## config.mk

```make
export PLATFORM = sky130hd
export DESIGN_NAME = board_specific_top
export DESIGN_NICKNAME = d
export VERILOG_FILES = /design/src/design/board_pkg.sv /design/src/design/inmp441_mic_i2s_receiver.sv /design/src/design/key_debouncer.sv /design/src/design/level_meter.sv /design/src/design/tm1638_board_controller.sv /design/src/design/board_specific_top.sv
export SDC_FILE = /design/constraint.sdc
export NUM_CORES = 1
export LEC_CHECK = 0
export BUFFER_PORTS_ARGS = -buffer_cell sky130_fd_sc_hd__buf_2
export CORE_MARGIN = 5
export CORE_UTILIZATION = 55
export DETAILED_ROUTE_END_ITERATION = 6
export PLACE_DENSITY = 0.69
export SYNTH_ARGS = -nofsm -noshare
export SYNTH_HDL_FRONTEND = slang
export SYNTH_SLANG_ARGS = --single-unit
```

## constraint.sdc

```tcl
create_clock -name clk -period 5.4 [get_ports clk]
set_input_delay 0.81 -clock clk [delete_from_list [all_inputs] [get_ports clk]]
set_output_delay 0.81 -clock clk [all_outputs]
set_load 0.01 [all_outputs]
```

## src/design/board_pkg.sv

```systemverilog
package board_pkg;

    //--------------------------------------------------------------------
    // widths

    localparam w_sample  = 24;  // microphone sample
    localparam w_segment = 8;   // abcdefgh with the dot

    //--------------------------------------------------------------------
    // tm1638 command bytes

    localparam [7:0] tm_cmd_write      = 8'h40;  // data write with auto increment
    localparam [7:0] tm_cmd_addr0      = 8'hC0;  // start at address 0
    localparam [7:0] tm_cmd_display_on = 8'h8F;  // display on at full brightness
    localparam       tm_n_data_bytes   = 16;     // digit and led bytes interleaved

    //--------------------------------------------------------------------

    function automatic logic [w_segment - 1:0] hex_to_segments (input logic [3:0] nibble);
        case (nibble)
        4'h0:    return 8'b1111_1100;
        4'h1:    return 8'b0110_0000;
        4'h2:    return 8'b1101_1010;
        4'h3:    return 8'b1111_0010;
        4'h4:    return 8'b0110_0110;
        4'h5:    return 8'b1011_0110;
        4'h6:    return 8'b1011_1110;
        4'h7:    return 8'b1110_0000;
        4'h8:    return 8'b1111_1110;
        4'h9:    return 8'b1111_0110;
        4'ha:    return 8'b1110_1110;
        4'hb:    return 8'b0011_1110;  // lower case b
        4'hc:    return 8'b1001_1100;
        4'hd:    return 8'b0111_1010;  // lower case d
        4'he:    return 8'b1001_1110;
        default: return 8'b1000_1110;  // f
        endcase
    endfunction

endpackage

```

## src/design/inmp441_mic_i2s_receiver.sv

```systemverilog
`timescale 1ns/1ps

module inmp441_mic_i2s_receiver
# (
    parameter clk_mhz = 100
)
(
    input                                           clk,
    input                                           rst,

    output logic                                    lr,
    output logic                                    ws,
    output logic                                    sck,
    input                                           sd,

    output logic signed [board_pkg::w_sample - 1:0] value,
    output logic                                    valid
);

    import board_pkg::*;

    localparam half_period = clk_mhz / 6 > 0 ? clk_mhz / 6 : 1;  // about 3 MHz sck
    localparam w_div       = half_period > 1 ? $clog2 (half_period) : 1;

    logic [w_div    - 1:0] div_cnt;
    logic                  sck_tick;
    logic                  sck_rise;
    logic                  sck_fall;

    logic [           5:0] bit_cnt;   // sck periods within the frame
    logic [           5:0] bit_cnt_next;

    logic [           1:0] sd_sync;
    logic [w_sample - 1:0] shift;
    logic                  capture;

    //--------------------------------------------------------------------
    // clock generation

    assign lr           = 1'b0;  // mic answers in the left slot
    assign sck_tick     = div_cnt == w_div' (half_period - 1);
    assign sck_rise     = sck_tick & ~ sck;
    assign sck_fall     = sck_tick &   sck;
    assign bit_cnt_next = bit_cnt + 6'd1;

    always_ff @ (posedge clk)
        if (rst)
        begin
            div_cnt <= '0;
            sck     <= 1'b0;
            bit_cnt <= '0;
            ws      <= 1'b0;
        end
        else if (sck_tick)
        begin
            div_cnt <= '0;
            sck     <= ~ sck;

            if (sck)  // falling edge starts the next period
            begin
                bit_cnt <= bit_cnt_next;
                ws      <= bit_cnt_next [5];
            end
        end
        else
        begin
            div_cnt <= div_cnt + 1'b1;
        end

    //--------------------------------------------------------------------
    // data capture

    always_ff @ (posedge clk)
        sd_sync <= { sd_sync [0], sd };

    // msb arrives in the second period after ws falls
    assign capture = sck_rise
                   & ~ ws
                   & (bit_cnt >= 6'd1)
                   & (bit_cnt <= 6' (w_sample));

    always_ff @ (posedge clk)
        if (capture)
            shift <= { shift [w_sample - 2:0], sd_sync [1] };

    always_ff @ (posedge clk)
        if (sck_fall && bit_cnt_next == 6'd32)  // ws about to rise
            value <= shift;

    always_ff @ (posedge clk)
        if (rst)
            valid <= 1'b0;
        else
            valid <= sck_fall && bit_cnt_next == 6'd32;

endmodule

```

## src/design/key_debouncer.sv

```systemverilog
`timescale 1ns/1ps

module key_debouncer
# (
    parameter clk_mhz     = 100,
              debounce_us = 1000,
              w_key       = 2
)
(
    input                      clk,
    input                      rst,
    input        [w_key - 1:0] key_n,   // active low pins
    output logic [w_key - 1:0] press
);

    localparam n_stable = clk_mhz * debounce_us;  // cycles of steady input
    localparam w_cnt    = $clog2 (n_stable + 1);

    generate
        genvar i;

        for (i = 0; i < w_key; i ++)
        begin : gen_key

            logic [      1:0] sync_n;
            logic             pressed;   // synchronized and active high
            logic             level;     // debounced state
            logic [w_cnt-1:0] cnt;
            logic             settle;
            logic             press_q;

            assign pressed = ~ sync_n [1];
            assign settle  = (pressed != level) && (cnt == w_cnt' (n_stable - 1));

            always_ff @ (posedge clk)
                if (rst)
                begin
                    sync_n  <= '1;
                    level   <= 1'b0;
                    cnt     <= '0;
                    press_q <= 1'b0;
                end
                else
                begin
                    sync_n  <= { sync_n [0], key_n [i] };
                    press_q <= settle & pressed;   // only the press edge

                    if (pressed == level)
                        cnt <= '0;                 // bounce restarts the window
                    else if (settle)
                    begin
                        level <= pressed;
                        cnt   <= '0;
                    end
                    else
                        cnt <= cnt + 1'b1;
                end

            assign press [i] = press_q;

        end
    endgenerate

endmodule

```

## src/design/level_meter.sv

```systemverilog
`timescale 1ns/1ps

module level_meter
# (
    parameter w_digit = 8,
              w_led   = 8
)
(
    input                                                  clk,
    input                                                  rst,

    input        signed [board_pkg::w_sample        - 1:0] mic_value,
    input                                                  mic_valid,
    input               [                            1:0]  key_press,

    output logic [w_digit * board_pkg::w_segment - 1:0]    digits_seg,
    output logic [w_led                          - 1:0]    led_bar
);

    import board_pkg::*;

    localparam n_hex = w_sample / 4;  // nibbles shown on the display

    logic [w_sample            - 1:0] magnitude;
    logic [w_sample            - 1:0] peak;
    logic [w_sample            - 1:0] peak_base;
    logic [w_sample            - 1:0] peak_next;
    logic                             freeze;

    logic [w_digit * w_segment - 1:0] digits_live;
    logic [w_led               - 1:0] led_next;

    //--------------------------------------------------------------------
    // magnitude and peak

    always_comb
        if (mic_value == { 1'b1, { (w_sample - 1) { 1'b0 } } })
            magnitude = { 1'b0, { (w_sample - 1) { 1'b1 } } };  // saturate
        else if (mic_value [w_sample - 1])
            magnitude = - mic_value;
        else
            magnitude = mic_value;

    always_comb
    begin
        peak_base = key_press [1] ? '0 : peak;  // clear before the new sample
        peak_next = peak_base;

        if (mic_valid && magnitude > peak_base)
            peak_next = magnitude;
    end

    //--------------------------------------------------------------------
    // display images

    always_comb
        for (int d = 0; d < w_digit; d ++)
            if (d < n_hex)
                digits_live [d * w_segment +: w_segment] = hex_to_segments (magnitude [d * 4 +: 4]);
            else
                digits_live [d * w_segment +: w_segment] = '0;  // blank

    // led i lights at 2 ** (3i + 2)
    always_comb
        for (int i = 0; i < w_led; i ++)
            led_next [i] = (peak_next >> (3 * i + 2)) != '0;

    //--------------------------------------------------------------------

    always_ff @ (posedge clk)
        if (rst)
        begin
            freeze     <= 1'b0;
            peak       <= '0;
            led_bar    <= '0;
            digits_seg <= '0;
        end
        else
        begin
            if (key_press [0])
                freeze <= ~ freeze;

            peak    <= peak_next;
            led_bar <= led_next;   // peak tracks even when frozen

            if (mic_valid && ! freeze)
                digits_seg <= digits_live;
        end

endmodule

```

## src/design/tm1638_board_controller.sv

```systemverilog
`timescale 1ns/1ps

module tm1638_board_controller
# (
    parameter clk_mhz = 100,
              w_digit = 8,
              w_led   = 8
)
(
    input                                              clk,
    input                                              rst,

    input        [w_digit * board_pkg::w_segment - 1:0] digits_seg,
    input        [w_led                          - 1:0] led_bar,

    output logic                                       sio_clk,
    output logic                                       sio_stb,
    output logic                                       sio_data
);

    import board_pkg::*;

    localparam half_period = clk_mhz / 2 > 0 ? clk_mhz / 2 : 1;  // about 1 MHz sio_clk
    localparam w_div       = half_period > 1 ? $clog2 (half_period) : 1;
    localparam n_pos       = tm_n_data_bytes / 2;
    localparam w_pos       = $clog2 (n_pos);
    localparam w_byte_idx  = $clog2 (tm_n_data_bytes + 1);

    typedef enum logic [1:0]
    {
        st_load,       // strobe goes low
        st_clk_low,    // present the next bit
        st_clk_high,   // board samples here
        st_stop        // strobe goes high
    }
    state_t;

    state_t                           state;
    logic [w_div               - 1:0] div_cnt;
    logic                             tick;
    logic [                      1:0] group;      // 0 write, 1 address and data, 2 display
    logic [w_byte_idx          - 1:0] byte_idx;
    logic [                      2:0] bit_cnt;
    logic                             last_byte;
    logic [w_pos               - 1:0] pos;
    logic [                      7:0] cur_byte;

    logic [w_digit * w_segment - 1:0] snap_seg;
    logic [w_led               - 1:0] snap_led;
    logic [                      7:0] pos_seg [n_pos];
    logic [                      7:0] pos_led [n_pos];

    //--------------------------------------------------------------------
    // byte selection

    // address 0 is the leftmost position and tm1638 wants segment a in bit 0
    always_comb
    begin
        logic [w_segment - 1:0] seg;

        for (int p = 0; p < n_pos; p ++)
        begin
            seg = '0;

            if (p < w_digit)
                seg = snap_seg [(w_digit - 1 - p) * w_segment +: w_segment];

            for (int b = 0; b < w_segment; b ++)
                pos_seg [p][b] = seg [w_segment - 1 - b];

            pos_led [p] = (p < w_led) ? { 7'b0, snap_led [p] } : 8'h00;
        end
    end

    assign pos       = w_pos' ((byte_idx - 1'b1) >> 1);
    assign last_byte = (group == 2'd1) ? (byte_idx == w_byte_idx' (tm_n_data_bytes)) : 1'b1;

    always_comb
        case (group)
        2'd1:
            if (byte_idx == '0)
                cur_byte = tm_cmd_addr0;
            else if (byte_idx [0])
                cur_byte = pos_seg [pos];   // odd bytes carry digits
            else
                cur_byte = pos_led [pos];
        2'd2:
            cur_byte = tm_cmd_display_on;
        default:
            cur_byte = tm_cmd_write;
        endcase

    //--------------------------------------------------------------------
    // serial sequencer

    assign tick = div_cnt == w_div' (half_period - 1);

    always_ff @ (posedge clk)
        if (rst)
        begin
            div_cnt  <= '0;
            state    <= st_load;
            group    <= 2'd0;
            byte_idx <= '0;
            bit_cnt  <= '0;
            sio_clk  <= 1'b1;
            sio_stb  <= 1'b1;
            sio_data <= 1'b0;
        end
        else if (! tick)
        begin
            div_cnt <= div_cnt + 1'b1;
        end
        else
        begin
            div_cnt <= '0;

            case (state)
            st_load:
            begin
                sio_stb  <= 1'b0;
                byte_idx <= '0;
                bit_cnt  <= '0;
                state    <= st_clk_low;
            end
            st_clk_low:
            begin
                sio_clk  <= 1'b0;
                sio_data <= cur_byte [bit_cnt];  // lsb first
                state    <= st_clk_high;
            end
            st_clk_high:
            begin
                sio_clk <= 1'b1;
                bit_cnt <= bit_cnt + 1'b1;

                if (bit_cnt != 3'd7)
                    state <= st_clk_low;
                else if (last_byte)
                    state <= st_stop;
                else
                begin
                    byte_idx <= byte_idx + 1'b1;
                    state    <= st_clk_low;
                end
            end
            default:
            begin
                sio_stb <= 1'b1;
                group   <= (group == 2'd2) ? 2'd0 : group + 2'd1;
                state   <= st_load;
            end
            endcase
        end

    // one image per frame
    always_ff @ (posedge clk)
        if (tick && state == st_load && group == 2'd0)
        begin
            snap_seg <= digits_seg;
            snap_led <= led_bar;
        end

endmodule

```

## src/design/board_specific_top.sv

```systemverilog
`timescale 1ns/1ps

module board_specific_top
# (
    parameter clk_mhz     = 100,
              debounce_us = 1000,
              w_key       = 2,
              w_led       = 8,
              w_digit     = 8
)
(
    input                clk,
    input                rst,

    input  [w_key - 1:0] key_n,

    input                mic_sd,
    output               mic_lr,
    output               mic_ws,
    output               mic_sck,

    output               tm_sio_clk,
    output               tm_sio_stb,
    output               tm_sio_data
);

    import board_pkg::*;

    //--------------------------------------------------------------------

    wire signed [w_sample            - 1:0] mic_value;
    wire                                    mic_valid;
    wire        [w_key               - 1:0] key_press;
    wire        [w_digit * w_segment - 1:0] digits_seg;
    wire        [w_led               - 1:0] led_bar;

    //--------------------------------------------------------------------

    inmp441_mic_i2s_receiver
    # (
        .clk_mhz ( clk_mhz )
    )
    i_microphone
    (
        .clk   ( clk       ),
        .rst   ( rst       ),
        .lr    ( mic_lr    ),
        .ws    ( mic_ws    ),
        .sck   ( mic_sck   ),
        .sd    ( mic_sd    ),
        .value ( mic_value ),
        .valid ( mic_valid )
    );

    key_debouncer
    # (
        .clk_mhz     ( clk_mhz     ),
        .debounce_us ( debounce_us ),
        .w_key       ( w_key       )
    )
    i_debouncer
    (
        .clk   ( clk       ),
        .rst   ( rst       ),
        .key_n ( key_n     ),
        .press ( key_press )
    );

    level_meter
    # (
        .w_digit ( w_digit ),
        .w_led   ( w_led   )
    )
    i_level_meter
    (
        .clk        ( clk              ),
        .rst        ( rst              ),
        .mic_value  ( mic_value        ),
        .mic_valid  ( mic_valid        ),
        .key_press  ( key_press [1:0]  ),  // freeze and clear
        .digits_seg ( digits_seg       ),
        .led_bar    ( led_bar          )
    );

    tm1638_board_controller
    # (
        .clk_mhz ( clk_mhz ),
        .w_digit ( w_digit ),
        .w_led   ( w_led   )
    )
    i_tm1638
    (
        .clk        ( clk         ),
        .rst        ( rst         ),
        .digits_seg ( digits_seg  ),
        .led_bar    ( led_bar     ),
        .sio_clk    ( tm_sio_clk  ),
        .sio_stb    ( tm_sio_stb  ),
        .sio_data   ( tm_sio_data )
    );

endmodule

```

* Word-level counts from Yosys, hierarchy flattened
Memories as Yosys holds them, arrays and structs flattened. A register that Yosys moved wholly into a read port is not among the register bits.
Index checks and enable logic that the tools add are counted.
** Word-level totals
- Bits in read-only memories :: 672
- Input port bits :: 5
- Word-level logic and storage cells :: 147
- Output and inout port bits :: 6
- Memories kept :: 6
- Bits in registers :: 263
** Memory list
- (name not given) :: words 16, bits a word 7, read ports 1, clocked after memory_dff 1, write ports 0, RTL line board_pkg.sv:20 : case (nibble)
- (name not given) :: words 16, bits a word 7, read ports 1, clocked after memory_dff 1, write ports 0, RTL line board_pkg.sv:20
- (name not given) :: words 16, bits a word 7, read ports 1, clocked after memory_dff 1, write ports 0, RTL line board_pkg.sv:20
- (name not given) :: words 16, bits a word 7, read ports 1, clocked after memory_dff 1, write ports 0, RTL line board_pkg.sv:20
- (name not given) :: words 16, bits a word 7, read ports 1, clocked after memory_dff 1, write ports 0, RTL line board_pkg.sv:20
- (name not given) :: words 16, bits a word 7, read ports 1, clocked after memory_dff 1, write ports 0, RTL line board_pkg.sv:20
** Operators by class
- $add $sub $neg :: 10
- Equal/unequal tests :: 18
- Bitwise operators :: 17
- Muxes and demuxes :: 26
- Reduce and logical (&&, ||, !) cells :: 35
- Magnitude comparators :: 5
** Operators by type and width (count)
- $reduce_bool A24 Y1 :: 7
- $mux W24 :: 4
- $bmux W8 S3 :: 2
- $mux W8 :: 6
- $add A17 B1 Y17 const B :: 2
- $eq A17 B17 Y1 const B :: 2
- $eq A24 B24 Y1 const B :: 1
- $gt A24 B24 Y1 :: 1
- $neg A24 Y24 :: 1
- $pmux W8 S2 :: 1
- $reduce_and A2 Y1 :: 8
- $add A6 B1 Y6 const B :: 2
- $eq A6 B6 Y1 const B :: 2
- $mux W5 :: 2
- $pmux W5 S2 :: 1
- $not A1 Y1 :: 9
- $reduce_or A3 Y1 :: 3
- $and A1 B1 Y1 :: 7
- $logic_and A1 B1 Y1 :: 7
- $ge A6 B1 Y1 const B :: 1
- $le A6 B5 Y1 const B :: 1
- $mux W2 :: 3
- $pmux W2 S3 :: 1
- $pmux W3 S2 :: 1
- other kinds (25) :: 36

* Longest topological paths before layout
- Word-level depth :: 10
- Mapped depth :: 21
- Gate-level depth less buffers :: 18

* Hierarchy
From an unflattened synthesis, not the netlist that was laid out.
** Second synthesis, totals
- Cell total of the unflattened synthesis :: 1398
- Area total of the unflattened synthesis :: 14258.7 sq um
** By module, submodules not included
- level_meter :: seq. area each 1481.4 sq um, area an instance 6207.2 sq um, cells each 761, instances 1
- tm1638_board_controller :: seq. area each 2582.5 sq um, area an instance 4112.7 sq um, cells each 313, instances 1
- inmp441_mic_i2s_receiver :: seq. area each 1721.7 sq um, area an instance 2120.8 sq um, cells each 123, instances 1
- key_debouncer :: seq. area each 840.8 sq um, area an instance 1818.0 sq um, cells each 201, instances 1

* Least setup slack after synthesis
No wires, ideal clock.
- Path kind :: register to register
- Start :: register i_microphone.value[14] (netlist name)
- End :: register i_level_meter.peak[8]
- Required time :: 5.314 ns
- Setup time :: 0.086 ns
- Arrival :: 4.424 ns
- Path buffers :: 2
- Stages on the path, launching flop included :: 17
- Setup slack :: 0.890 ns
- Clock period less this slack :: 4.510 ns
- Cell sequence :: edfxtp_1 > or4_1 > or4_1 > nor3_1 > nor2_1 > mux2i_1 > clkbuf_1 > ha_1 > and4_1 > nand3_1 > a211o_1 > nand2_1 > a311o_1 > a211oi_2 > buf_2 > nor3_1 > a211oi_1
** Between the ends
- Longest elaborated chain between the ends :: 6
- Elaborated cells on any way between the ends :: 7
- Those cells by class :: add/sub: 1; order compare: 1; eq/ne: 1; mux: 3; reduce/logical: 1
** Ends and longest elaborated chain
- start: declaration :: RTL line inmp441_mic_i2s_receiver.sv:16 : output logic signed [board_pkg::w_sample - 1:0] value,
- start signal: assignment :: RTL line inmp441_mic_i2s_receiver.sv:88 : value <= shift;
- $neg A24 Y24 :: RTL line level_meter.sv:40 : magnitude = - mic_value;
- $mux W24 :: RTL line level_meter.sv:39 : else if (mic_value [w_sample - 1])
- $mux W24 (*) :: RTL line level_meter.sv:37 : if (mic_value == { 1'b1, { (w_sample - 1) { 1'b0 } } })
- $gt A24 B24 Y1 :: RTL line level_meter.sv:49 : if (mic_valid && magnitude > peak_base)
- $logic_and A1 B1 Y1 :: RTL line level_meter.sv:49
- $mux W24 (*) :: RTL line level_meter.sv:49
- end signal: assignment :: RTL line level_meter.sv:83 : peak <= peak_next;
- end: declaration :: RTL line level_meter.sv:25 : logic [w_sample - 1:0] peak;
Every way passes the cells marked *; elsewhere a longest branch is shown, timed or not.
A chain may end at the register's enable or synchronous reset.

* Final worst setup path
- Start :: register i_microphone.value[14] (netlist name)
- End :: register i_level_meter.peak[4]
The elaborated chain is that of the path after synthesis.

==> flow_metrics.tcl <==
set metrics [dict create \
    synth_warnings 0 \
    core_mm2 0.0226 \
    ios 11 \
    cts_sinks 249 \
    crit_required_ns 5.83 \
    dieArea_mm2 0.0260 \
    grt_pass1_wl_um 44100 \
    instances_no_fill 1569 \
    ys_ff_latch 249 \
    slowest_delay_ns 0.67 \
    cap_violations 0 \
    port_buffers 9 \
    p_per_area_mw_per_mm2 282 \
    final_nets 1356 \
    hold_start "i_microphone.sd_sync[0]$_DFF_P_" \
    whs_endpoint "i_microphone.sd_sync[1]$_DFF_P_" \
    place_inst 1519 \
    gr-usage-all-layers 0.202 \
    drt-total-wl_um 26400 \
    relSlewSlack 0.258 \
    drv_slew 0 \
    first_pass_iters 6 \
    p_leak_uw 0.00494 \
    ys_seq_area_frac 0.474 \
    synth_cells 1269 \
    path_cells "or4_1 -> or2_2 -> nor3_2 -> o21ai_0 -> a21o_1 -> nand2_1 -> inv_1 -> ha_1 -> and4_1 -> and4_1 -> nand3_1 -> a211o_1 -> a21o_1 -> a21oi_1 -> a211o_2 -> nand2_4 -> a211oi_1" \
    die_x_um 161 \
    cts-root-buf "clkbuf_16" \
    timing.reg2reg.setup_slack_ns 0.42 \
    gp_congestion 0.892 \
    grt_max_degree 57 \
    rr_endpoint "i_level_meter.peak[4]$_SDFF_PP0_" \
    r2r_cells 17 \
    fin_tns_setup_ns 0 \
    fillers 1850 \
    worst_setup_path_end_kind "flop" \
    critical_path_class "reg -> reg" \
    vias 9167 \
    syn_avg_cell_area_um2 9.91 \
    ant_nets 0 \
    diodes 0 \
    clk_latency_ns 0.53 \
    cp_slowest_cell "or4_1" \
    r2r_start "i_microphone.value[14]$_DFFE_PP_" \
    wl_per_cell_um 16.8 \
    cts_tree "built" \
    clock_skew_ns 0.0133 \
    synth.distinct_cells 77 \
    cp.arrival_ns 5.41 \
    path_max_fanout 21 \
    areaGrowthSynthToFinish_pct 9.88 \
    fmax_mhz 201 \
    clockBufferDepth 3 \
    die_y_um 161 \
    grt_pass1_vias 8727 \
    min_period_ns 4.98 \
    cts_hold_buf 0 \
    clk_pin_slew_ns 0.06 \
    first_iter_violations 731 \
    finalSetupViolCount 0 \
    start_util 0.557 \
    cts_buffers 27 \
    antenna_found_initial 0 \
    cp-start-kind "flop" \
    async_flop_share 0 \
    min_period_over_period 0.923 \
    worst_slew_pin_slew_ns 1.11 \
    synth-edff-count 98 \
    htree_levels 1 \
    crit_buf_inv 1 \
    outcome "complete, no violations" \
    grt.overflow.total 0 \
    drc 0 \
    vias_per_cell 5.84 \
    ir_drop_uv 263 \
    finalHoldViolations 0 \
    synth.cell_area_mm2 0.0126 \
    synth_nets 1362 \
    crit_family "simple AND/OR/NAND/NOR gates" \
    hold_class "reg -> reg" \
    rows 55 \
    synth_ff_type "dfxtp_1" \
    dp_hpwl_um 18200 \
    layout-drive-gt1-share 0.0942 \
    rsz0062_at_grt "no" \
    hold_depth 0 \
]
metal layers:
layer  GRT usage  vias up  share of wire
li1            -     4587              -
met1       0.283     4281           0.47
met2       0.332      253           0.46
met3      0.0283       46          0.053
met4      0.0562        0          0.025
met5           0        -              0
final cells by class:
class	count	area, um^2	share of cell area
Clock buffer	37	756	0.0547
Clock inverter	13	179	0.0129
Inverter	42	158	0.0114
Multi-Input combinational cell	913	6200	0.449
Sequential cell	249	5970	0.432
Tap cell	285	357	0.0258
Timing Repair Buffer	30	205	0.0148
cells in the final DEF, fill, tap and decap left out, types with 22 or more instances in the layout:
cell	instances
buf_4	22
clkbuf_16	29
xor2_1	45
o21ai_0	38
a21oi_1	69
dfxtp_1	151
inv_1	40
nor2_1	125
xnor2_1	27
nand2_1	139
nor3_1	43
nand3_1	54
ha_1	88
edfxtp_1	98
logic make-up (layout without fill, tap and decap cells):
kind of cell	count (synthesis)	count (layout)	synth area share
AOI/OAI and AO/OA	243	243	0.134
buffers and inverters	107	122	0.0350
adders and majority gates	88	88	0.0876
xor gates and xnor gates	73	73	0.0514
muxes	29	29	0.0343
other	1	1	0.000298
DFF	249	249	0.474
and+or+nand+nor	479	479	0.183
per-stage QoR:
stage | instance area (um^2) | hold slack, ns | total power, uW | setup slack (ns) | util
after floorplan | 12600 | 0.310 | 2010 | 0.890 | -
after global placement | 12900 | 0.313 | 2020 | 0.464 | 0.570
after detailed placement | 12900 | 0.316 | 2020 | 0.308 | 0.570
after CTS | 13800 | 0.330 | 3930 | 0.297 | 0.612
after global routing | 13800 | 0.337 | 4020 | 0.110 | 0.612
final | 13800 | 0.328 | 3890 | 0.417 | 0.612
timing repair:
item                       4_1_cts  5_1_grt
setup endpoints to repair        0       25
setup buffers                    0        0
gates resized for setup          0        3
synth_stat cells, types with 12 or more instances:
cell type | count | area share
dfxtp_1 | 151 | 0.24
nand2_1 | 139 | 0.041
nor2_1 | 125 | 0.037
edfxtp_1 | 98 | 0.23
ha_1 | 88 | 0.088
a21oi_1 | 69 | 0.027
clkbuf_1 | 55 | 0.016
nand3_1 | 54 | 0.021
nor3_1 | 45 | 0.018
xor2_1 | 45 | 0.031
inv_1 | 40 | 0.012
o21ai_0 | 38 | 0.015
xnor2_1 | 27 | 0.019
a211oi_1 | 18 | 0.011
nand4_1 | 18 | 0.0090
o31ai_1 | 16 | 0.0096
mux2i_1 | 15 | 0.012
o211ai_1 | 15 | 0.0090
and3_1 | 14 | 0.0070
nor4_1 | 13 | 0.0065
nor2b_1 | 12 | 0.0060
worst max-delay path by stage:
| stage | from | endpoint | slack, ns | cells after the start |
|---|---|---|---|---|
| floorplan | i_microphone.value[14]$_DFFE_PP_ | i_level_meter.peak[8]$_SDFF_PP0_ | 0.89 | 16 |
| finish | i_microphone.value[14]$_DFFE_PP_ | i_level_meter.peak[4]$_SDFF_PP0_ | 0.42 | 17 |
| global route | i_microphone.value[14]$_DFFE_PP_ | i_level_meter.peak[4]$_SDFF_PP0_ | 0.11 | 17 |
| global placement | i_microphone.value[14]$_DFFE_PP_ | i_level_meter.led_bar[1]$_SDFF_PP0_ | 0.46 | 18 |
| detailed placement | i_microphone.value[14]$_DFFE_PP_ | i_level_meter.led_bar[1]$_SDFF_PP0_ | 0.31 | 18 |
| CTS | i_microphone.value[14]$_DFFE_PP_ | i_level_meter.peak[4]$_SDFF_PP0_ | 0.30 | 17 |
where the power goes:
part           leakage (uW)  switching, uW  internal [uW]
Sequential          0.00211           4.78           1940
Combinational       0.00238           22.8           8.06
Clock              0.000456            739           1180
sequential cells by signal, indices dropped and copies added, names as in the netlist, 7 cells and up:
name,count
i_level_meter.digits_seg,42
i_debouncer.gen_key.cnt,34
i_tm1638.snap_seg,42
i_tm1638.snap_led,8
i_level_meter.peak,24
i_level_meter.led_bar,7
i_microphone.value,24
i_microphone.shift,24
Note: power is estimated with default switching activity, not from simulation.
